### config.mk
export PLATFORM = sky130hd
export DESIGN_NAME = pcUnit
export DESIGN_NICKNAME = d
export VERILOG_FILES = /design/src/design/mipsPkg.sv /design/src/design/pcUnit.sv
export SDC_FILE = /design/constraint.sdc
export NUM_CORES = 1
export LEC_CHECK = 0
export ABC_CLOCK_PERIOD_IN_PS = 4100
export BUFFER_PORTS_ARGS = -buffer_cell sky130_fd_sc_hd__buf_2
export CORE_ASPECT_RATIO = 2
export CORE_UTILIZATION = 50
export CTS_CLUSTER_DIAMETER = 80
export DETAILED_ROUTE_END_ITERATION = 7
export PLACE_DENSITY = 0.72
export SYNTH_ARGS = -nofsm -noshare
export SYNTH_HDL_FRONTEND = slang
export SYNTH_SLANG_ARGS = --single-unit
### constraint.sdc
create_clock -name clk -period 4.1 [get_ports clk]
set_input_delay 0.82 -clock clk [delete_from_list [all_inputs] [get_ports clk]]
set_output_delay 0.82 -clock clk [all_outputs]
set_load 0.02 [all_outputs]
### src/design/mipsPkg.sv
`default_nettype none

package mipsPkg;

    // ########################################
    // memory sizes in 32-bit words
    // ########################################

    localparam int IMEM_DEPTH = 256;
    localparam int DMEM_DEPTH = 64;

    // ########################################
    // instruction encodings
    // ########################################

    localparam logic [5:0] OP_RTYPE = 6'h00;
    localparam logic [5:0] OP_J     = 6'h02;
    localparam logic [5:0] OP_BEQ   = 6'h04;
    localparam logic [5:0] OP_ADDIU = 6'h09;
    localparam logic [5:0] OP_ORI   = 6'h0d;
    localparam logic [5:0] OP_LW    = 6'h23;
    localparam logic [5:0] OP_SW    = 6'h2b;

    // function field of R-type instructions
    localparam logic [5:0] FN_ADDU = 6'h21;
    localparam logic [5:0] FN_SUBU = 6'h23;
    localparam logic [5:0] FN_AND  = 6'h24;
    localparam logic [5:0] FN_OR   = 6'h25;
    localparam logic [5:0] FN_SLT  = 6'h2a;

    typedef enum logic [2:0] {
        ALU_ADD,
        ALU_SUB,
        ALU_AND,
        ALU_OR,
        ALU_SLT
    } aluOpT;

    // ########################################
    // control and observation structs
    // ########################################

    typedef struct packed {
        logic  regDst;
        logic  aluSrc;
        logic  zeroExt;
        logic  memToReg;
        logic  regWrite;
        logic  memWrite;
        logic  branch;
        logic  jump;
        aluOpT aluOp;
    } ctrlT;

    typedef struct packed {
        logic        en;
        logic [4:0]  addr;
        logic [31:0] data;
    } regCommitT;

    // addr is a byte address, as computed by the ALU
    typedef struct packed {
        logic        en;
        logic [31:0] addr;
        logic [31:0] data;
    } memCommitT;

    typedef struct packed {
        logic        en;
        logic [7:0]  addr;
        logic [31:0] data;
    } imemLoadT;

endpackage

`default_nettype wire

### src/design/pcUnit.sv
`timescale 1ns/1ps
`default_nettype none

module pcUnit import mipsPkg::*; (
    input  wire logic        clk,
    input  wire logic        rstN,
    input  wire logic [31:0] inst,
    input  wire ctrlT        ctrl,
    input  wire logic        zero,
    output logic [31:0]      pc
);

    logic [31:0] pcPlus4;
    logic [31:0] branchOffset;
    logic [31:0] branchTarget;
    logic [31:0] jumpTarget;
    logic [31:0] nextPc;

    assign pcPlus4      = pc + 32'd4;
    assign branchOffset = {{14{inst[15]}}, inst[15:0], 2'b00};
    assign branchTarget = pcPlus4 + branchOffset;

    // jump keeps the 256MB region of the delay-slot address
    assign jumpTarget = {pcPlus4[31:28], inst[25:0], 2'b00};

    always_comb begin
        nextPc = pcPlus4;
        if (ctrl.jump) begin
            nextPc = jumpTarget;
        end else if (ctrl.branch && zero) begin
            nextPc = branchTarget;
        end
    end

    always_ff @(posedge clk or negedge rstN) begin
        if (!rstN) begin
            pc <= '0;
        end else begin
            pc <= nextPc;
        end
    end

endmodule

`default_nettype wire

# --- Yosys cells after proc, flatten, opt, wreduce, memory -nomap -nowiden ---
# Cells that the tools add are included.
op_classes:
  n_div: 0
  n_eq_ne: 0
  n_reduce_logical: 1
  muxes: 2
  order_cmp: 0
  n_addsub: 2
  n_mul: 0
  shifts: 0
  bitwise: 0
op_table:
  columns: ["cell", "count"]
  rows:
  - ["two-way mux 32 bit", 2]
  - ["adder 32 x 3 -> 32 bit, second input constant", 1]
  - ["adder 32 bit", 1]
  - ["logical AND 1 bit", 1]
totals:
  elab_cells: 6
  mem_bits_rw: 0
  mem_bits_ro: 0
  mem_count: 0
  output_inout_bits: 32
  latchBits: 0
  in_bits: 46
  ff_bits: 32

# --- Depth between registers and ports, before layout ---
# Gate-level depths: netlist of the first run.
logic_depth:
  depth_word: 4
  mapped_depth: 16
  ltp_nobuf: 15

# --- Least setup slack after synthesis of the first run ---
# OpenSTA, ideal clock, no wires.
synth_path:
  path_kind: "flip-flop to flip-flop"
  start: "register pc[2]"
  end: "register pc[31]"
  required_time_ns: 3.976
  stages_incl_launch_ff: 17
  path_buffers: 1
  slack_ns: 0.546
  t_arrival_ns: 3.430
  cell_sequence: "dfrtp_1 > ha_1 > nand2_1 > or3_1 > nor2_1 > nand2_1 > xnor2_1 > ha_1 > buf_6 > a21oi_4 > a21oi_2 > a211oi_4 > nor3_1 > a211o_1 > a2111oi_4 > nor3_2 > xnor2_1"
synth_between:
  elab_chain_len: 4
synth_lines:
  columns: ["item", "line_no", "rtl"]
  rows:
  - ["start, declared", "pcUnit.sv:10", "output logic [31:0] pc"]
  - ["start signal, assigned", "pcUnit.sv:39", "pc <= nextPc;"]
  - ["adder 32 x 3 -> 32 bit (*)", "pcUnit.sv:19", "assign pcPlus4 = pc + 32'd4;"]
  - ["adder 32 bit", "pcUnit.sv:21", "assign branchTarget = pcPlus4 + branchOffset;"]
  - ["two-way mux 32 bit", "pcUnit.sv:30", "end else if (ctrl.branch && zero) begin"]
  - ["two-way mux 32 bit (*)", "pcUnit.sv:28", "if (ctrl.jump) begin"]
  - ["named net nextPc[31]", "pcUnit.sv:17", "logic [31:0] nextPc;"]
# The timed path passes the listed nets; every way through them passes the cells marked *.

# --- Worst setup path in the final report of the first run ---
# Same ends and word-level chain as after synthesis.

==> results.cfg, run 1 <==
[status]
status = finished, final reports clean

[floorplan]
num_rows = 44
initial_core_util_pct = 51.3
core-area_mm2 = 0.00721
die_h_um = 124
pin_count = 78
die_w_um = 62.8
dieArea_mm2 = 0.00777

[global_route]
grt_use_total_pct = 32.2
overflow = 0
grt_max_degree = 31
first_global_vias = 3926
grt_pass1_wl_um = 19200
antenna_found_initial = 0

[critical_path]
r2r_slack_ns = 0.20
path_cells = ha_1, nand2_1, or3_1, nor3_2, nand3_1, xnor2_1, ha_1, nand4_1, nor3_1, nand2_1, nor4_1, a211o_1, a2111oi_4, nor3_2, xnor2_1
crit_type = reg2reg
start_kind = flop
slowest_delay_ns = 0.45
cp.arrival_ns = 4.05
critPathRequiredTime_ns = 4.25
cp-end-kind = flop
reg2reg_from = pc[2]
r2r_end = pc[31]
cp_slowest_cell = or3_1
rr_worst_depth = 15
worstPathMaxFanout = 6

[synthesis]
yosys_warnings = 0
synth_xor_area_share_pct = 11.4
synthSimpleGateAreaFrac_pct = 21.3
ys_ff_latch = 30
synthTopCellsByArea = dfrtp_1, ha_1, xnor2_1
synthArstFlopShare_pct = 100
synth-seq-area-share_pct = 20.3
synthAdderAreaFrac_pct = 13.1
synth_top_family_by_area = compound AO/OA/AOI/OAI gates
yosysMostFrequentCell = a21oi_1
synth_compound_area_share_pct = 27.7
yosysUniqueCellTypes = 63
muxShareOfSynthArea_pct = 2.64
synth_area_mm2 = 0.00370
synth-edff-count = 0
synth_ff_type = dfrtp_1
yosys.area.top_type = dfrtp_1
synth_cells = 467
ys_top_cells_by_count = a21oi_1, nand2_1, nor2_1, ha_1, xnor2_1
syn_avg_cell_area_um2 = 7.92
synth.top_cell.area_share_pct = 20.3

[clock_network]
htree_levels = 2
cts_root_buf = clkbuf_16
cts_buffers = 5
insertion_delay_ns = 0.28
tritoncts = yes
cts.clk_slew.worst_paths_ns = 0.05
clk_path_buf_depth = 2
clock-sinks = 30
cts_post_setup_buffers_inserted = 0

[timing]
whs_ns = 0.597
min_period_ns = 3.90
fmax_ghz = 0.256
finClkSkew_ns = 0.00199
drv_slew = 0
hold_viol_final = 0
tns_ns = 0
rsz0062_at_grt = no
worst_pin_slew_ns = 0.885
setup_viol = 0
slew_headroom_pct = 40.9
post-route-period-util_pct = 95.1

[finish]
finish.utilization_pct = 59.5
fill_cells = 680
largest_register_ffs = 30
regMostFlops = pc
drive_above_1_share_pct = 20.2
diodes = 0
syn_to_final_growth_pct = 16.1
fin_nets = 612
top_regs = pc x30

[detailed_routing]
antenna_left = 0
wire_per_inst_um = 19.2
drt-pass1-iter-count = 4
drc = 0
via_count = 3889
drt_iter0_markers = 255
routed_wl_um = 11900
vias_per_cell = 6.26

[place]
dp.final_hpwl_um = 9150
io_buffers = 60
place.gp.congestion = 1.01

[flow_run]
drv_cap = 0

[power]
peakVddDrop_mv = 0.280
p_total_mw = 1.90
p_leak_nw = 1.85
p_per_area_mw_per_mm2 = 442

[min_path]
min_path_type = in2async
layer usage:
layer	vias to the layer above	GRT usage [%]	share of wire, %
met5	-	0	0
met4	0	24.7	7.1
met3	61	5.13	4.0
met2	152	59.9	54
met1	1847	31.5	35
li1	1829	-	-
cell usage in the layout (no fill, tap or decap), types with 12 or more instances in the layout:
master and n:
o21ai_0 19, a21oi_1 54, nand2_1 42, inv_1 12
ha_1 36, nor2_1 41, xor2_1 17, nand3_1 20
xnor2_1 28, dfrtp_1 30, buf_2 60
worst max-delay path by stage:
stage | from | end | slack (ns) | depth (start not counted)
global placement | pc[2] | pc[28] | 0.29 | 15
floorplan | pc[2] | pc[31] | 0.55 | 16
finish | pc[2] | pc[31] | 0.20 | 15
detailed placement | pc[2] | pc[31] | 0.22 | 15
global route | pc[2] | pc[31] | 0.001 | 15
CTS | pc[2] | pc[31] | 0.19 | 15
critical path: cells and delay by family, from the launching register on:
family	cells	cell delay [ns]
AND/OR/NAND/NOR	9	2.16
flip-flops	1	0.43
adder cells (fa/ha/maj)	2	0.61
AO/OA/AOI/OAI	2	0.28
XOR/XNOR	2	0.30
kinds of logic after synthesis:
kind of cell	after synthesis
buffers and inverters	30
other	1
adder cells (fa/ha/maj)	38
AND/OR/NAND/NOR	161
multiplexers	9
AO/OA/AOI/OAI	150
flip-flops	30
XOR/XNOR	48
cell type report:
class | instances | area (um2) | area share, %
multi-input combinational | 408 | 2850 | 66.4
clock inverter | 1 | 5.00 | 0.117
sequential | 30 | 751 | 17.5
clock buffer | 7 | 143 | 3.32
timing repair buffer | 71 | 383 | 8.92
inverter | 12 | 45.0 | 1.05
tap | 92 | 115 | 2.68
stage by stage:
stage	setup WS, ns	cells	cell area [um2]
final	0.200	621	4290
after floorplan	0.546	468	3700
after global placement	0.290	613	4120
after global routing	0.00111	621	4290
after detailed placement	0.215	613	4120
after CTS	0.194	621	4260
power by group:
part	total (mW)	internal [mW]	leakage, nW	switching (mW)
registers	0.422	0.354	0.344	0.0686
clock network	0.376	0.241	0.0739	0.135
logic	1.10	0.419	1.43	0.681
total	1.90	1.01	1.85	0.885
timing repair:
action | CTS | global route
hold buffers | 0 | 0
endpoints found under the setup margin | 0 | 5
endpoints found under the hold margin | 0 | 0
gates resized for setup | 0 | 6
Power figures use the tool's default switching activity.
==> run 2, diff against run 1 <==
--- a/config.mk
+++ b/config.mk
@@ -5,9 +5,10 @@
 export SDC_FILE = /design/constraint.sdc
 export NUM_CORES = 1
 export LEC_CHECK = 0
-export ABC_CLOCK_PERIOD_IN_PS = 4100
+export ABC_CLOCK_PERIOD_IN_PS = 4350
 export BUFFER_PORTS_ARGS = -buffer_cell sky130_fd_sc_hd__buf_2
 export CORE_ASPECT_RATIO = 2
+export CORE_MARGIN = 3
 export CORE_UTILIZATION = 50
 export CTS_CLUSTER_DIAMETER = 80
 export DETAILED_ROUTE_END_ITERATION = 7
==> constraint.sdc (replaced) <==
create_clock -name clk -period 4.35 [get_ports clk]
set_input_delay 0 -clock clk [delete_from_list [all_inputs] [get_ports clk]]
set_output_delay 0 -clock clk [all_outputs]
set_load 0.02 [all_outputs]
==> run 2 against run 1 <==
Clock power up 5.9%. Fmax decreased by 1.3%. Via count is 0.23% higher. Non-clock buffer count grew 16.
==> results.cfg, run 2 (same netlist as run 1, synthesis figures left out) <==
[status]
status = finished, final reports clean

[detailed_routing]
drt_iter0_markers = 171
via_count = 3898
wire_per_inst_um = 19.0
routed_wl_um = 12100
drt-pass1-iter-count = 4
vias_per_cell = 6.14
drc = 0
antenna_left = 0

[clock_network]
cts_buffers = 5
cts_root_buf = clkbuf_16
htree_levels = 2
clock-sinks = 30
cts.clk_slew.worst_paths_ns = 0.05
tritoncts = yes
cts_post_setup_buffers_inserted = 0
insertion_delay_ns = 0.28
clk_path_buf_depth = 2

[floorplan]
die_h_um = 128
pin_count = 78
dieArea_mm2 = 0.00853
initial_core_util_pct = 52.5
num_rows = 43
core-area_mm2 = 0.00705
die_w_um = 66.8

[power]
p_per_area_mw_per_mm2 = 412
intPower_mw = 1.00
p_total_mw = 1.83
seq_power_share_pct = 21.8
p_switching_mw = 0.826
pwr-share-clk_pct = 21.8
switching_share_pct = 45.2
p_comb_share_pct = 56.4
peakVddDrop_mv = 0.261
p_leak_nw = 1.90

[timing]
tns_ns = 0
worst_pin_slew_ns = 0.931
fmax_ghz = 0.253
slew_headroom_pct = 37.9
setup_slack_ns = 0.397
post-route-period-util_pct = 90.9
min_period_ns = 3.95
hold_viol_final = 0
finClkSkew_ns = 0.00409
drv_slew = 0
setup_viol = 0
rsz0062_at_grt = no

[place]
dp.final_hpwl_um = 9270
place.gp.congestion = 0.981
io_buffers = 60
dp_slack_ns = 0.480

[global_route]
overflow = 0
grt_pass1_wl_um = 18800
grt_use_total_pct = 28.9
antenna_found_initial = 0
first_global_vias = 3916
grt_max_degree = 31

[critical_path]
r2r_slack_ns = 0.40
crit_type = reg2reg
cp.arrival_ns = 4.10
reg2reg_from = pc[2]
critPathRequiredTime_ns = 4.50
worstPathMaxFanout = 9
crit_end = pc[31]
worstSetupStartpoint = pc[2]
r2r_end = pc[31]
start_kind = flop
rr_worst_depth = 15
cp-end-kind = flop

[finish]
fill_cells = 629
fin_nets = 628
regMostFlops = pc
diodes = 0
syn_to_final_growth_pct = 20.1
largest_register_ffs = 30
top_regs = pc x30
drive_above_1_share_pct = 18.2
final_cell_mix = buf_2, a21oi_1, nand2_1
final_common_cell = buf_2

[min_path]
min_path_type = in2reg

[flow_run]
drv_cap = 0
==> run 2: cell count changes in the layout (fill, tap and decap cells not counted), sizes merged <==
cell / before / now
bufinv: 0 / 1
clkinv: 1 / 0
buf: 71 / 69
dlygate4sd3: 0 / 18
==> run 2: layout make-up <==
class                      instances  area [um2]  share of cell area [%]
clock buffer                       7         133                    2.99
timing repair buffer              87         548                    12.3
multi-input combinational        408        2820                    63.5
tap                               90         113                    2.54
clock inverter                     1        30.0                   0.676
sequential                        30         751                    16.9
inverter                          12        45.0                    1.01
==> run 2: power by group through the flow <==
stage | Clock [mW] | Sequential (mW) | Combinational (mW)
after floorplan | 0 | 0.456 | 0.663
after global placement | 0 | 0.400 | 0.981
after detailed placement | 0 | 0.402 | 0.997
after CTS | 0.398 | 0.398 | 1.02
after global routing | 0.412 | 0.406 | 1.12
final | 0.398 | 0.398 | 1.03
==> run 2: stage by stage <==
stage | hold WS, ns | util (%) | cells | cell area, um2
after floorplan | -0.296 | - | 468 | 3700
after global placement | 0.0889 | 58.2 | 609 | 4100
after detailed placement | 0.0950 | 58.2 | 609 | 4100
after CTS | 0.00982 | 63.0 | 635 | 4440
after global routing | 0.0118 | 63.0 | 635 | 4440
final | 0.00834 | 63.0 | 635 | 4440
==> run 2: worst min-delay path by stage <==
| stage | start | endpoint | slack, ns | cells after the start |
|---|---|---|---|---|
| floorplan | rstN | pc[10] | -0.30 | 0 |
| global placement | rstN | pc[30] | 0.09 | 1 |
| detailed placement | rstN | pc[29] | 0.1 | 1 |
| CTS | inst[13] | pc[15] | 0.01 | 2 |
| global route | inst[13] | pc[15] | 0.01 | 2 |
| finish | inst[21] | pc[23] | 0.008 | 3 |
==> run 2: timing repair <==
item | CTS | global route
hold endpoints to repair | 47 | 0
hold buffers | 18 | 0
gates resized for setup | 0 | 0
==> run 2: critical path, stage by stage, from the launching register on <==
cell and delay, ns:
dfrtp_1 0.44, ha_1 0.25, nand2_1 0.07, or3_1 0.46, nor2_1 0.14, nand2_1 0.07, xnor2_1 0.26, ha_1 0.41
a21oi_4 0.21, a21oi_2 0.09, a211oi_4 0.34, nor3_1 0.10, a211o_1 0.35, a2111oi_4 0.35, nor3_2 0.13, xnor2_1 0.14
==> run 2: layer usage <==
layer | vias to the layer above | GRT usage [%] | share of wire [%]
met5 | - | 0 | 0
met4 | 0 | 18.9 | 7.5
met1 | 1832 | 27.6 | 35
li1 | 1869 | - | -
met2 | 141 | 54.6 | 54
met3 | 56 | 3.43 | 4.3
==> run 3, diff against run 2 <==
--- a/config.mk
+++ b/config.mk
@@ -12,7 +12,9 @@
 export CORE_UTILIZATION = 50
 export CTS_CLUSTER_DIAMETER = 80
 export DETAILED_ROUTE_END_ITERATION = 7
-export PLACE_DENSITY = 0.72
+export GPL_ROUTABILITY_DRIVEN = 0
+export PLACE_DENSITY = 0.82
+export SLEW_MARGIN = 10
 export SYNTH_ARGS = -nofsm -noshare
 export SYNTH_HDL_FRONTEND = slang
 export SYNTH_SLANG_ARGS = --single-unit
==> run 3 against run 2 <==
Register-to-register slack worse by 0.13 ns. Worst hold slack lost 0.0063 ns. Global-route usage increased by 1.9 points. Non-clock buffer count fell by 8. Clock skew up 0.0033 ns. Via count rose by 4.2%. Count of clock-buffer cells in the layout decreased by 1. Power down 1.9%. Sequential power about the same. Critical path depth unchanged. Sequential share of layout area rose by 0.30 points. Setup slack got worse by 0.13 ns. Largest power group unchanged.
==> results.cfg, run 3 (same netlist as run 1, synthesis figures left out) <==
[finish]
final_common_cell = buf_2
regMostFlops = pc
largest_register_ffs = 30
syn_to_final_growth_pct = 18.0
final_cell_mix = buf_2, a21oi_1, nand2_1
diodes = 0
fin_nets = 620
fill_cells = 594
drive_above_1_share_pct = 17.7
top_regs = pc x30

[floorplan]
die_h_um = 128
core-area_mm2 = 0.00705
num_rows = 43
pin_count = 78
die_w_um = 66.8
dieArea_mm2 = 0.00853
initial_core_util_pct = 52.5

[timing]
finClkSkew_ns = 0.00738
post-route-period-util_pct = 93.8
rsz0062_at_grt = no
min_period_ns = 4.08
fmax_ghz = 0.245
whs_ns = 0.00206
slew_headroom_pct = 42.8
worst_pin_slew_ns = 0.858
drv_slew = 0
hold_viol_final = 0
tns_ns = 0
setup_viol = 0

[detailed_routing]
wl_met1_um = 3880
highest_layer = met4
antenna_left = 0
routed-wl-met2_um = 6830
routed_wl_um = 12500
drt-pass1-iter-count = 7
vias_per_cell = 6.48
wire_per_inst_um = 19.9
via_count = 4063
wl_met3_um = 695
drt_iter0_markers = 375
drc = 0

[critical_path]
rr_worst_depth = 15
worstPathMaxFanout = 6
start_kind = flop
r2r_end = pc[27]
path_cells = nand4_2, nor3_2, nand2_1, nor2_1, nand2_1, xnor2_1, ha_1, inv_1, o21bai_1, a21oi_1, inv_1, a211oi_1, xnor2_1, nand2_1, a2bb2oi_1
cp_slowest_cell = a211oi_1
r2r_slack_ns = 0.27
reg2reg_from = pc[5]
critPathRequiredTime_ns = 4.53
cp_common_cell = nand2_1
slowest_delay_ns = 0.56
crit_type = reg2reg
cp.arrival_ns = 4.26
cp-end-kind = flop

[global_route]
antenna_found_initial = 0
first_global_vias = 4250
overflow = 0
grt_max_degree = 31
grt_pass1_wl_um = 20400
grt_use_total_pct = 30.8

[clock_network]
clk_path_buf_depth = 2
clock-sinks = 30
cts_buffers = 5
cts_resized = 0
cts.clk_slew.worst_paths_ns = 0.06
tritoncts = yes
htree_levels = 2
cts_root_buf = clkbuf_16
insertion_delay_ns = 0.28

[min_path]
hold_depth = 3
min_to = pc[24]
min_path_type = in2reg
hold_start = inst[22]

[place]
io_buffers = 60
dp.final_hpwl_um = 9390

[power]
p_per_area_mw_per_mm2 = 411
p_leak_nw = 1.86
peakVddDrop_mv = 0.277

[status]
status = finished, final reports clean

[flow_run]
drv_cap = 0
run 3: cell count changes in the layout (fill, tap and decap cells not counted):
cell,delta
buf_4,-6
bufinv_16,-1
clkbuf_1,-2
clkbuf_8,+1
clkinv_2,+1
clkinvlp_4,+1
dlygate4sd3_1,-2
run 3: layout make-up:
cell class | instances | area [um2] | area share [%]
Clock buffer | 6 | 139 | 3.18
Timing Repair Buffer | 79 | 483 | 11.1
Inverter | 12 | 45.0 | 1.03
Tap cell | 90 | 113 | 2.58
Sequential cell | 30 | 751 | 17.2
Clock inverter | 2 | 12.5 | 0.287
Multi-Input combinational cell | 408 | 2820 | 64.7
run 3: power by group:
| part | leakage, nW | internal [mW] | switching [mW] | total [mW] |
|---|---|---|---|---|
| combinational | 1.44 | 0.389 | 0.643 | 1.03 |
| clock | 0.0729 | 0.226 | 0.135 | 0.361 |
| sequential | 0.344 | 0.333 | 0.0668 | 0.400 |
| total | 1.86 | 0.949 | 0.844 | 1.79 |
run 3: repair_timing:
action                                 4_1_cts  5_1_grt
endpoints found under the hold margin       44        1
setup buffers                                0        0
hold buffers                                15        1
run 3: worst max-delay path by stage:
stage | start | end | slack [ns] | cells past startpoint
final | pc[5] | pc[27] | 0.27 | 15
after global placement | pc[5] | pc[27] | 0.62 | 15
after global routing | pc[5] | pc[27] | 0.06 | 15
after floorplan | pc[2] | pc[31] | 0.80 | 16
after CTS | pc[5] | pc[27] | 0.46 | 15
after detailed placement | pc[4] | pc[27] | 0.51 | 15
run 3: stage by stage:
step,power (mW),setup slack [ns],area (um2),cells,util (%)
2_1_floorplan,1.12,0.796,3700,468,-
3_3_place_gp,1.36,0.620,4050,603,57.5
3_5_place_dp,1.39,0.508,4050,603,57.5
4_1_cts,1.77,0.462,4360,626,61.8
5_1_grt,1.91,0.0590,4370,627,61.9
6_report,1.79,0.272,4370,627,61.9
run 3: critical path, delay by kind of cell, from the launching register on:
kind / cells / cell delay [ns]
AOI/OAI and AO/OA: 4 / 1.11
xor gates and xnor gates: 2 / 0.60
adders and majority gates: 1 / 0.36
buffers and inverters: 2 / 0.17
DFF: 1 / 0.46
and+or+nand+nor: 6 / 1.29
run 3: routing by layer:
layer	vias to the layer above	global-route usage (%)
met3	96	8.00
met1	1892	26.7
met2	234	55.9
met5	-	1.32
met4	0	24.8
li1	1841	-
